`src/logic/audio_pkg.sv`:
```
package audio_pkg;

    // --------------------------------------------------
    // Converter serial frame
    // --------------------------------------------------

    localparam int sample_width     = 12;  // Converter resolution
    localparam int spi_frame_bits   = 16;  // Four zeros, then 12 data bits MSB first
    localparam int sck_half_cycles  = 2;
    localparam int cs_gap_cycles    = 4;   // cs high between frames
    localparam int spi_bit_cycles   = 2 * sck_half_cycles;
    localparam int spi_frame_cycles = spi_frame_bits * spi_bit_cycles + cs_gap_cycles;
    localparam int spi_phase_width  = $clog2(spi_frame_cycles);

    localparam logic [sample_width-1:0] crossing_threshold = 12'h800;  // Mid level

    // --------------------------------------------------
    // Period measurement and note windows
    // --------------------------------------------------

    localparam int period_width = 24;  // Saturates at all ones

    // Fourth octave, frequency times 100
    localparam int freq_100_c  = 26163;
    localparam int freq_100_cs = 27718;
    localparam int freq_100_d  = 29366;
    localparam int freq_100_ds = 31113;
    localparam int freq_100_e  = 32963;
    localparam int freq_100_f  = 34923;
    localparam int freq_100_fs = 36999;
    localparam int freq_100_g  = 39200;
    localparam int freq_100_gs = 41530;
    localparam int freq_100_a  = 44000;
    localparam int freq_100_as = 46616;
    localparam int freq_100_b  = 49388;

    localparam int tolerance_percent = 2;

    // Nominal period is clk Hz * 100 / freq_100
    function automatic logic [period_width-1:0] period_low(input int clk_mhz, input int freq_100);
        longint nominal;
        nominal = longint'(clk_mhz) * 64'd100_000_000 / freq_100;
        return period_width'(nominal * (100 - tolerance_percent) / 100);
    endfunction

    function automatic logic [period_width-1:0] period_high(input int clk_mhz, input int freq_100);
        longint nominal;
        nominal = longint'(clk_mhz) * 64'd100_000_000 / freq_100;
        return period_width'(nominal * (100 + tolerance_percent) / 100);
    endfunction

endpackage

```
`src/logic/note_pkg.sv`:
```
package note_pkg;

    localparam int note_count = 12;

    typedef logic [note_count-1:0] note_t;  // One-hot, C at the top

    localparam note_t note_c  = 12'b1000_0000_0000;
    localparam note_t note_cs = 12'b0100_0000_0000;
    localparam note_t note_d  = 12'b0010_0000_0000;
    localparam note_t note_ds = 12'b0001_0000_0000;
    localparam note_t note_e  = 12'b0000_1000_0000;
    localparam note_t note_f  = 12'b0000_0100_0000;
    localparam note_t note_fs = 12'b0000_0010_0000;
    localparam note_t note_g  = 12'b0000_0001_0000;
    localparam note_t note_gs = 12'b0000_0000_1000;
    localparam note_t note_a  = 12'b0000_0000_0100;
    localparam note_t note_as = 12'b0000_0000_0010;
    localparam note_t note_b  = 12'b0000_0000_0001;
    localparam note_t no_note = 12'b0000_0000_0000;

    // --------------------------------------------------
    // Seven-segment letters, active low abcdefgh
    // --------------------------------------------------

    localparam logic [7:0] blank_segments = 8'hFF;

    function automatic logic [7:0] segment_pattern(input note_t note);
        case (note)
            note_c:  return 8'b01100011;
            note_cs: return 8'b01100010;  // h is the sharp dot
            note_d:  return 8'b10000101;
            note_ds: return 8'b10000100;
            note_e:  return 8'b01100001;
            note_f:  return 8'b01110001;
            note_fs: return 8'b01110000;
            note_g:  return 8'b01000011;
            note_gs: return 8'b01000010;
            note_a:  return 8'b00010001;
            note_as: return 8'b00010000;
            note_b:  return 8'b11000001;
            default: return blank_segments;
        endcase
    endfunction

    typedef enum logic [2:0]
    {
        wait_c,
        wait_third,    // E for major, D# for minor
        wait_g_major,
        wait_g_minor,
        c_major,
        c_minor
    } chord_state_t;

endpackage

```
`src/logic/chord_detector.sv`:
```
`timescale 1ns/10ps

module chord_detector
(
    input  logic            clk,
    input  logic            reset,
    input  note_pkg::note_t stable_note,
    output logic            major,
    output logic            minor
);

    import note_pkg::*;

    chord_state_t state;
    chord_state_t next_state;

    // --------------------------------------------------
    // Next state, other notes leave it alone
    // --------------------------------------------------

    always_comb
    begin
        next_state = state;

        case (state)
            wait_c:
                if (stable_note == note_c)
                    next_state = wait_third;
            wait_third:
                if (stable_note == note_e)
                    next_state = wait_g_major;
                else if (stable_note == note_ds)
                    next_state = wait_g_minor;
            wait_g_major:
                if (stable_note == note_g)
                    next_state = c_major;
            wait_g_minor:
                if (stable_note == note_g)
                    next_state = c_minor;
            c_major, c_minor:
                if (stable_note == note_c)
                    next_state = wait_third;  // New root, start over
            default:
                next_state = wait_c;
        endcase
    end

    always_ff @(posedge clk or posedge reset)
    begin
        if (reset)
        begin
            state <= wait_c;
            major <= 1'b0;
            minor <= 1'b0;
        end
        else
        begin
            state <= next_state;
            major <= state == c_major;  // One cycle behind the state
            minor <= state == c_minor;
        end
    end

endmodule

```
`src/logic/chord_recognizer_top.sv`:
```
`timescale 1ns/10ps

module chord_recognizer_top
#(
    parameter int clk_mhz      = 50,
    parameter int stable_width = 18   // Hold count is 2**stable_width cycles
)
(
    input  logic       clk,
    input  logic       reset,
    input  logic       sdo,
    output logic       cs,
    output logic       sck,
    output logic       major,
    output logic       minor,
    output logic [7:0] abcdefgh
);

    import audio_pkg::*;
    import note_pkg::*;

    logic [sample_width-1:0] sample;
    logic                    sample_valid;
    logic [period_width-1:0] period;
    note_t                   note;
    note_t                   stable_note;

    // --------------------------------------------------
    // Microphone to note
    // --------------------------------------------------

    mic_spi_receiver u_receiver
    (
        .clk          (clk),
        .reset        (reset),
        .sdo          (sdo),
        .cs           (cs),
        .sck          (sck),
        .sample       (sample),
        .sample_valid (sample_valid)
    );

    period_meter u_meter
    (
        .clk          (clk),
        .reset        (reset),
        .sample       (sample),
        .sample_valid (sample_valid),
        .period       (period)
    );

    note_classifier #(.clk_mhz(clk_mhz)) u_classifier
    (
        .clk    (clk),
        .reset  (reset),
        .period (period),
        .note   (note)
    );

    note_stabilizer #(.stable_width(stable_width)) u_stabilizer
    (
        .clk         (clk),
        .reset       (reset),
        .note        (note),
        .stable_note (stable_note)
    );

    // --------------------------------------------------
    // Chord and display
    // --------------------------------------------------

    chord_detector u_chord
    (
        .clk         (clk),
        .reset       (reset),
        .stable_note (stable_note),
        .major       (major),
        .minor       (minor)
    );

    note_display u_display
    (
        .clk         (clk),
        .reset       (reset),
        .stable_note (stable_note),
        .abcdefgh    (abcdefgh)
    );

endmodule

```
`src/logic/mic_spi_receiver.sv`:
```
`timescale 1ns/10ps

module mic_spi_receiver
(
    input  logic                               clk,
    input  logic                               reset,
    input  logic                               sdo,
    output logic                               cs,
    output logic                               sck,
    output logic [audio_pkg::sample_width-1:0] sample,
    output logic                               sample_valid
);

    import audio_pkg::*;

    logic [spi_phase_width-1:0] phase;      // Position inside the 68 cycle frame
    logic [spi_phase_width-1:0] bit_phase;
    logic                       active;
    logic                       sck_next;
    logic                       rise;
    logic                       last_bit;
    logic [sample_width-2:0]    shift;      // Leading zeros fall out the top

    // --------------------------------------------------
    // Frame timing
    // --------------------------------------------------

    always_comb
    begin
        active    = phase >= cs_gap_cycles;  // Gap comes first in the frame
        bit_phase = phase - spi_phase_width'(cs_gap_cycles);
        sck_next  = active && (bit_phase % spi_bit_cycles) >= sck_half_cycles;
        rise      = sck_next && !sck;
        last_bit  = rise && (bit_phase / spi_bit_cycles) == spi_frame_bits - 1;
    end

    always_ff @(posedge clk or posedge reset)
    begin
        if (reset)
        begin
            phase        <= '0;
            cs           <= 1'b1;
            sck          <= 1'b0;
            sample_valid <= 1'b0;
        end
        else
        begin
            phase        <= (phase == spi_frame_cycles - 1) ? '0 : phase + 1'b1;
            cs           <= !active;
            sck          <= sck_next;
            sample_valid <= last_bit;  // One cycle after the final bit
        end
    end

    // Data path, sampled as sck goes high
    always_ff @(posedge clk)
    begin
        if (rise)
            shift <= {shift[sample_width-3:0], sdo};
        if (last_bit)
            sample <= {shift, sdo};
    end

endmodule

```
`src/logic/note_classifier.sv`:
```
`timescale 1ns/10ps

module note_classifier
#(
    parameter int clk_mhz = 50
)
(
    input  logic                               clk,
    input  logic                               reset,
    input  logic [audio_pkg::period_width-1:0] period,
    output note_pkg::note_t                    note
);

    import audio_pkg::*;
    import note_pkg::*;

    note_t match;

    // Inside the window at the base frequency or one octave up
    function automatic logic in_window(input logic [period_width-1:0] p, input int freq_100);
        return (p > period_low(clk_mhz, freq_100) && p < period_high(clk_mhz, freq_100))
            || (p > period_low(clk_mhz, 2 * freq_100) && p < period_high(clk_mhz, 2 * freq_100));
    endfunction

    always_comb
    begin
        match[11] = in_window(period, freq_100_c);
        match[10] = in_window(period, freq_100_cs);
        match[9]  = in_window(period, freq_100_d);
        match[8]  = in_window(period, freq_100_ds);
        match[7]  = in_window(period, freq_100_e);
        match[6]  = in_window(period, freq_100_f);
        match[5]  = in_window(period, freq_100_fs);
        match[4]  = in_window(period, freq_100_g);
        match[3]  = in_window(period, freq_100_gs);
        match[2]  = in_window(period, freq_100_a);
        match[1]  = in_window(period, freq_100_as);
        match[0]  = in_window(period, freq_100_b);
    end

    always_ff @(posedge clk or posedge reset)
    begin
        if (reset)
            note <= no_note;
        else if (match != no_note && (match & (match - 1'b1)) == no_note)
            note <= match;
        else
            note <= no_note;  // Overlapping windows or nothing heard
    end

endmodule

```
`src/logic/note_display.sv`:
```
`timescale 1ns/10ps

module note_display
(
    input  logic            clk,
    input  logic            reset,
    input  note_pkg::note_t stable_note,
    output logic [7:0]      abcdefgh
);

    import note_pkg::*;

    //   --a--
    //  |     |
    //  f     b
    //   --g--
    //  e     c
    //  |     |
    //   --d--  h

    always_ff @(posedge clk or posedge reset)
    begin
        if (reset)
            abcdefgh <= blank_segments;
        else if (stable_note != no_note)
            abcdefgh <= segment_pattern(stable_note);  // Silence keeps the last letter
    end

endmodule

```
`src/logic/note_stabilizer.sv`:
```
`timescale 1ns/10ps

module note_stabilizer
#(
    parameter int stable_width = 18
)
(
    input  logic            clk,
    input  logic            reset,
    input  note_pkg::note_t note,
    output note_pkg::note_t stable_note
);

    import note_pkg::*;

    note_t                   d_note;     // Note one cycle ago
    logic [stable_width-1:0] hold_cnt;

    always_ff @(posedge clk or posedge reset)
    begin
        if (reset)
        begin
            d_note      <= no_note;
            hold_cnt    <= '0;
            stable_note <= no_note;
        end
        else
        begin
            d_note <= note;

            if (note == d_note)
                hold_cnt <= hold_cnt + 1'b1;
            else
                hold_cnt <= '0;  // Any change restarts the hold

            if (&hold_cnt)
                stable_note <= d_note;
        end
    end

endmodule

```
`src/logic/period_meter.sv`:
```
`timescale 1ns/10ps

module period_meter
(
    input  logic                               clk,
    input  logic                               reset,
    input  logic [audio_pkg::sample_width-1:0] sample,
    input  logic                               sample_valid,
    output logic [audio_pkg::period_width-1:0] period
);

    import audio_pkg::*;

    logic [sample_width-1:0] prev_sample;  // Last accepted sample
    logic [period_width-1:0] count;
    logic                    crossing;

    // Upward pass through the mid level
    assign crossing = sample_valid
                   && sample > crossing_threshold
                   && prev_sample < crossing_threshold;

    // --------------------------------------------------
    // Crossing history and cycle count
    // --------------------------------------------------

    always_ff @(posedge clk or posedge reset)
    begin
        if (reset)
        begin
            prev_sample <= '1;  // Treated as high, no crossing right after reset
            count       <= '0;
            period      <= '0;
        end
        else
        begin
            if (sample_valid)
                prev_sample <= sample;

            if (crossing)
            begin
                period <= count;
                count  <= '0;
            end
            else if (count != '1)  // Hold at full scale
            begin
                count <= count + 1'b1;
            end
        end
    end

endmodule

```
`config.mk`:
```
export PLATFORM = sky130hd
export DESIGN_NAME = chord_recognizer_top
export DESIGN_NICKNAME = d
export VERILOG_FILES = /design/src/logic/audio_pkg.sv /design/src/logic/note_pkg.sv /design/src/logic/chord_detector.sv /design/src/logic/chord_recognizer_top.sv /design/src/logic/mic_spi_receiver.sv /design/src/logic/note_classifier.sv /design/src/logic/note_display.sv /design/src/logic/note_stabilizer.sv /design/src/logic/period_meter.sv
export SDC_FILE = /design/constraint.sdc
export NUM_CORES = 1
export LEC_CHECK = 0
export BUFFER_PORTS_ARGS = -buffer_cell sky130_fd_sc_hd__buf_2
export CELL_PAD_IN_SITES_DETAIL_PLACEMENT = 0
export CELL_PAD_IN_SITES_GLOBAL_PLACEMENT = 2
export CORE_UTILIZATION = 43
export CTS_BUF_LIST = sky130_fd_sc_hd__clkbuf_4
export CTS_CLUSTER_DIAMETER = 150
export DETAILED_ROUTE_END_ITERATION = 10
export PLACE_DENSITY_LB_ADDON = 0.3
export SLEW_MARGIN = 20
export SYNTH_ARGS = -nofsm -noshare
export SYNTH_HDL_FRONTEND = slang
export SYNTH_HIERARCHICAL = 1
export SYNTH_SLANG_ARGS = --single-unit
```
`constraint.sdc`:
```
create_clock -name clk -period 3.7 [get_ports clk]
set_clock_uncertainty 0.15 [all_clocks]
set_input_delay 0.555 -clock clk [delete_from_list [all_inputs] [get_ports clk]]
set_output_delay 0.555 -clock clk [all_outputs]
set_load 0.02 [all_outputs]
```
==> load_flow_metrics.sql <==
INSERT INTO impl_metrics (metric_group, metric, value, unit) VALUES
('outcome', 'outcome', 'finished clean', ''),
('placed_design', 'dpl.hpwl', '20400', 'um'),
('worst_setup_path', 'crit_type', 'reg2reg', ''),
('worst_setup_path', 'timing.critical_path.from_type', 'register', ''),
('detailed_routing', 'drtAntennaViolNets', '0', ''),
('finish', 'flow.area_growth_from_synthesis', '6.23', '%'),
('logic_synthesis', 'synth.net_count', '945', ''),
('placed_design', 'dp_cells', '1180', ''),
('cts', 'clockBufferDepth', '2', ''),
('worst_setup_path', 'ff2ff_path_depth', '5', ''),
('floorplanning', 'floorplan.die_area', '21500', 'um2'),
('placed_design', 'port-buffer-count', '14', ''),
('detailed_routing', 'detail_route.iter0.violations', '862', ''),
('logic_synthesis', 'synth.top_cell.area_share', '32.3', '%'),
('worst_hold_path', 'hold_path_startpoint', 'u_classifier/note[7]', ''),
('worst_hold_path', 'hold_class', 'reg2reg', ''),
('timing', 'worst_pin_slew', '974', 'ps'),
('worst_hold_path', 'worst_hold_path.num_cells', '0', ''),
('finish', 'multi_input_comb_area', '4680', 'um2'),
('cts', 'worst_setup_hold_path_clk_slew', '140', 'ps'),
('logic_synthesis', 'synth.top_cells.by_count', 'dfrtp_1 (116), nor2_1 (87), nand2_1 (61)', ''),
('worst_setup_path', 'timing.critical_path.arrival', '3340', 'ps'),
('worst_hold_path', 'timing.hold.worst_endpoint', 'u_stabilizer/d_note[7]', ''),
('grt', 'grt_first_pass_wirelength', '45500', 'um'),
('floorplanning', 'core_area', '20400', 'um2'),
('logic_synthesis', 'area_of_the_mapped_netlist', '9000', 'um2'),
('logic_synthesis', 'synth_area_per_cell', '9.59', 'um2'),
('placed_design', 'post-place-ws', '785', 'ps'),
('floorplanning', 'die_height', '147', 'um'),
('floorplanning', 'floorplan.rows', '52', ''),
('job', 'drv_cap', '0', ''),
('detailed_routing', 'drt-wirelength-per-cell', '23.7', 'um'),
('timing', 'post-route-worst-setup-slack', '667', 'ps'),
('finish', 'sequential_cell_area', '3860', 'um2'),
('grt', 'grt_pass1_vias', '7642', ''),
('worst_setup_path', 'endpoint_kind', 'register', ''),
('grt', 'gr-usage-met2', '43.3', '%'),
('grt', 'antenna_found_initial', '1', ''),
('finish', 'finalCoreUtilization', '46.9', '%'),
('timing', 'endpoints_failing_setup', '0', ''),
('timing', 'finalCriticalPeriod', '3030', 'ps'),
('logic_synthesis', 'syn-instance-count', '938', ''),
('floorplanning', 'io-pin-count', '15', ''),
('detailed_routing', 'vias_after_detailed_routing', '7826', ''),
('timing', 'max-slew-margin-rel', '35.1', '%'),
('grt', 'pin_count_of_the_biggest_net_entering_global_routing', '51', ''),
('worst_setup_path', 'path_max_fanout', '23', ''),
('power_and_ir_drop', 'leakage', '3.99', 'nW'),
('logic_synthesis', 'yosys_warnings', '6', ''),
('worst_setup_path', 'timing.critical_path.buf_inv', '1', ''),
('detailed_routing', 'detail_route.first_pass.iterations', '5', ''),
('cts', 'postCtsSetupRepairBufs', '0', ''),
('timing', 'rsz0062_at_grt', 'false', ''),
('logic_synthesis', 'synth-seq-cells', '149', ''),
('power_and_ir_drop', 'netSwitchingFraction', '25.9', '%'),
('cts', 'number_of_resized_instances_in_the_post_cts_repair_step', '0', ''),
('timing', 'hold_viol_final', '0', ''),
('finish', 'num-fill-cells', '1982', ''),
('timing', 'clock.fmax', '330', 'MHz'),
('placed_design', 'placedInstanceArea', '9240', 'um2'),
('logic_synthesis', 'synth_cell_type_count', '96', ''),
('power_and_ir_drop', 'power_report.internal_total', '2.03', 'mW'),
('detailed_routing', 'totalWireLength', '28800', 'um'),
('logic_synthesis', 'post_synth_arst_share', '84.6', '%'),
('finish', 'finish.instance_area', '9560', 'um2'),
('timing', 'hold_ws', '254', 'ps'),
('power_and_ir_drop', 'power.density_cell_area', '286', 'nW/um2'),
('logic_synthesis', 'yosys.cell_count.top_type', 'dfrtp_1', ''),
('logic_synthesis', 'ys_dominant_reg_cell', 'dfrtp_1', ''),
('logic_synthesis', 'synthTopCellsByArea', 'dfrtp_1 (32%), edfxtp_1 (7.7%), nor2_1 (3.6%), mux2_2 (3.5%), a21oi_1 (3.2%)', ''),
('grt', 'grt-ovfl-total', '0', '');
## how the worst max path moves through the flow
| stage | startpoint | end | slack, ps | cells after the start |
|---|---|---|---|---|
| 2_1_floorplan | u_receiver/phase[3] | u_receiver/sample[0] | 1030 | 3 |
| 3_3_place_gp | u_meter/period[7] | u_classifier/note[8] | 570 | 5 |
| 4_1_cts | u_meter/period[7] | u_classifier/note[8] | 770 | 5 |
| 3_5_place_dp | u_meter/period[7] | u_classifier/note[8] | 790 | 5 |
| 5_1_grt | u_meter/period[7] | u_classifier/note[1] | 580 | 5 |
| 6_report | u_meter/period[7] | u_classifier/note[8] | 670 | 5 |
## registers in the layout (all words and copies together) (netlist names), 7 cells and up
| signal | cells |
|---|---|
| u_meter/count | 24 |
| u_meter/period | 24 |
| u_stabilizer/hold_cnt | 18 |
| u_classifier/note | 12 |
| u_receiver/sample | 12 |
| u_stabilizer/d_note | 12 |
| u_stabilizer/stable_note | 12 |
| u_receiver/shift | 11 |
| u_display/abcdefgh | 8 |
| u_receiver/phase | 7 |
## cell type report
type,count,area share [%]
Timing Repair Buffer,44,3.14
Inverter,23,0.916
Sequential cell,149,40.3
Clock inverter,15,1.71
Multi-Input combinational cell,696,49.0
Antenna cell,1,0.0262
Clock buffer,17,1.34
Tap cell,270,3.53
## power groups by stage
| stage | clock [mW] | sequential, mW | combinational (mW) |
|---|---|---|---|
| finish | 1.04 | 1.66 | 0.0323 |
| CTS | 1.09 | 1.66 | 0.0347 |
| global route | 1.16 | 1.66 | 0.0391 |
| floorplan | 0 | 1.69 | 0.0204 |
| global placement | 0 | 1.69 | 0.0320 |
| detailed placement | 0 | 1.69 | 0.0332 |
## routing by layer
metal	up-vias	wire length [um]
met4	0	1510
met3	99	2350
met2	427	13100
li1	3477	-
met1	3823	11900
met5	-	0
## layout by cell type, fill, tap and decap left out, types with 10 or more instances in the layout
cell	Yosys	layout
dfrtp_1	116	116
mux2_2	28	28
nor2_1	87	87
mux2_4	11	11
xor2_1	21	21
dfstp_2	10	10
or4_1	10	10
o21ai_0	36	36
inv_1	21	20
nor2b_1	12	12
clkbuf_4	0	17
a21oi_1	57	57
nand4_1	23	23
nand2b_1	19	19
buf_4	5	28
o31ai_1	12	12
nand3_1	38	38
nor4_1	21	20
or2_2	10	10
and2_1	10	10
xnor2_1	29	29
buf_2	30	14
nand2_1	61	61
nor3_1	32	32
edfxtp_1	23	23
## kinds of logic after synthesis
| kind of cell | share of synthesized area [%] |
|---|---|
| AND/OR/NAND/NOR | 24.7 |
| multiplexers | 5.45 |
| buffers and inverters | 5.37 |
| XOR/XNOR | 4.87 |
| flip-flops | 42.9 |
| AO/OA/AOI/OAI | 16.2 |
| adder cells (fa/ha/maj) | 0.556 |
## worst register-to-register path, cell delays in order, from the launching register on
cell and delay (ps):
dfrtp_1 950, nand2b_1 360, or4_1 610, o311ai_0 600
buf_4 220, o21ai_1 60
Power figures use the tool's default switching activity.
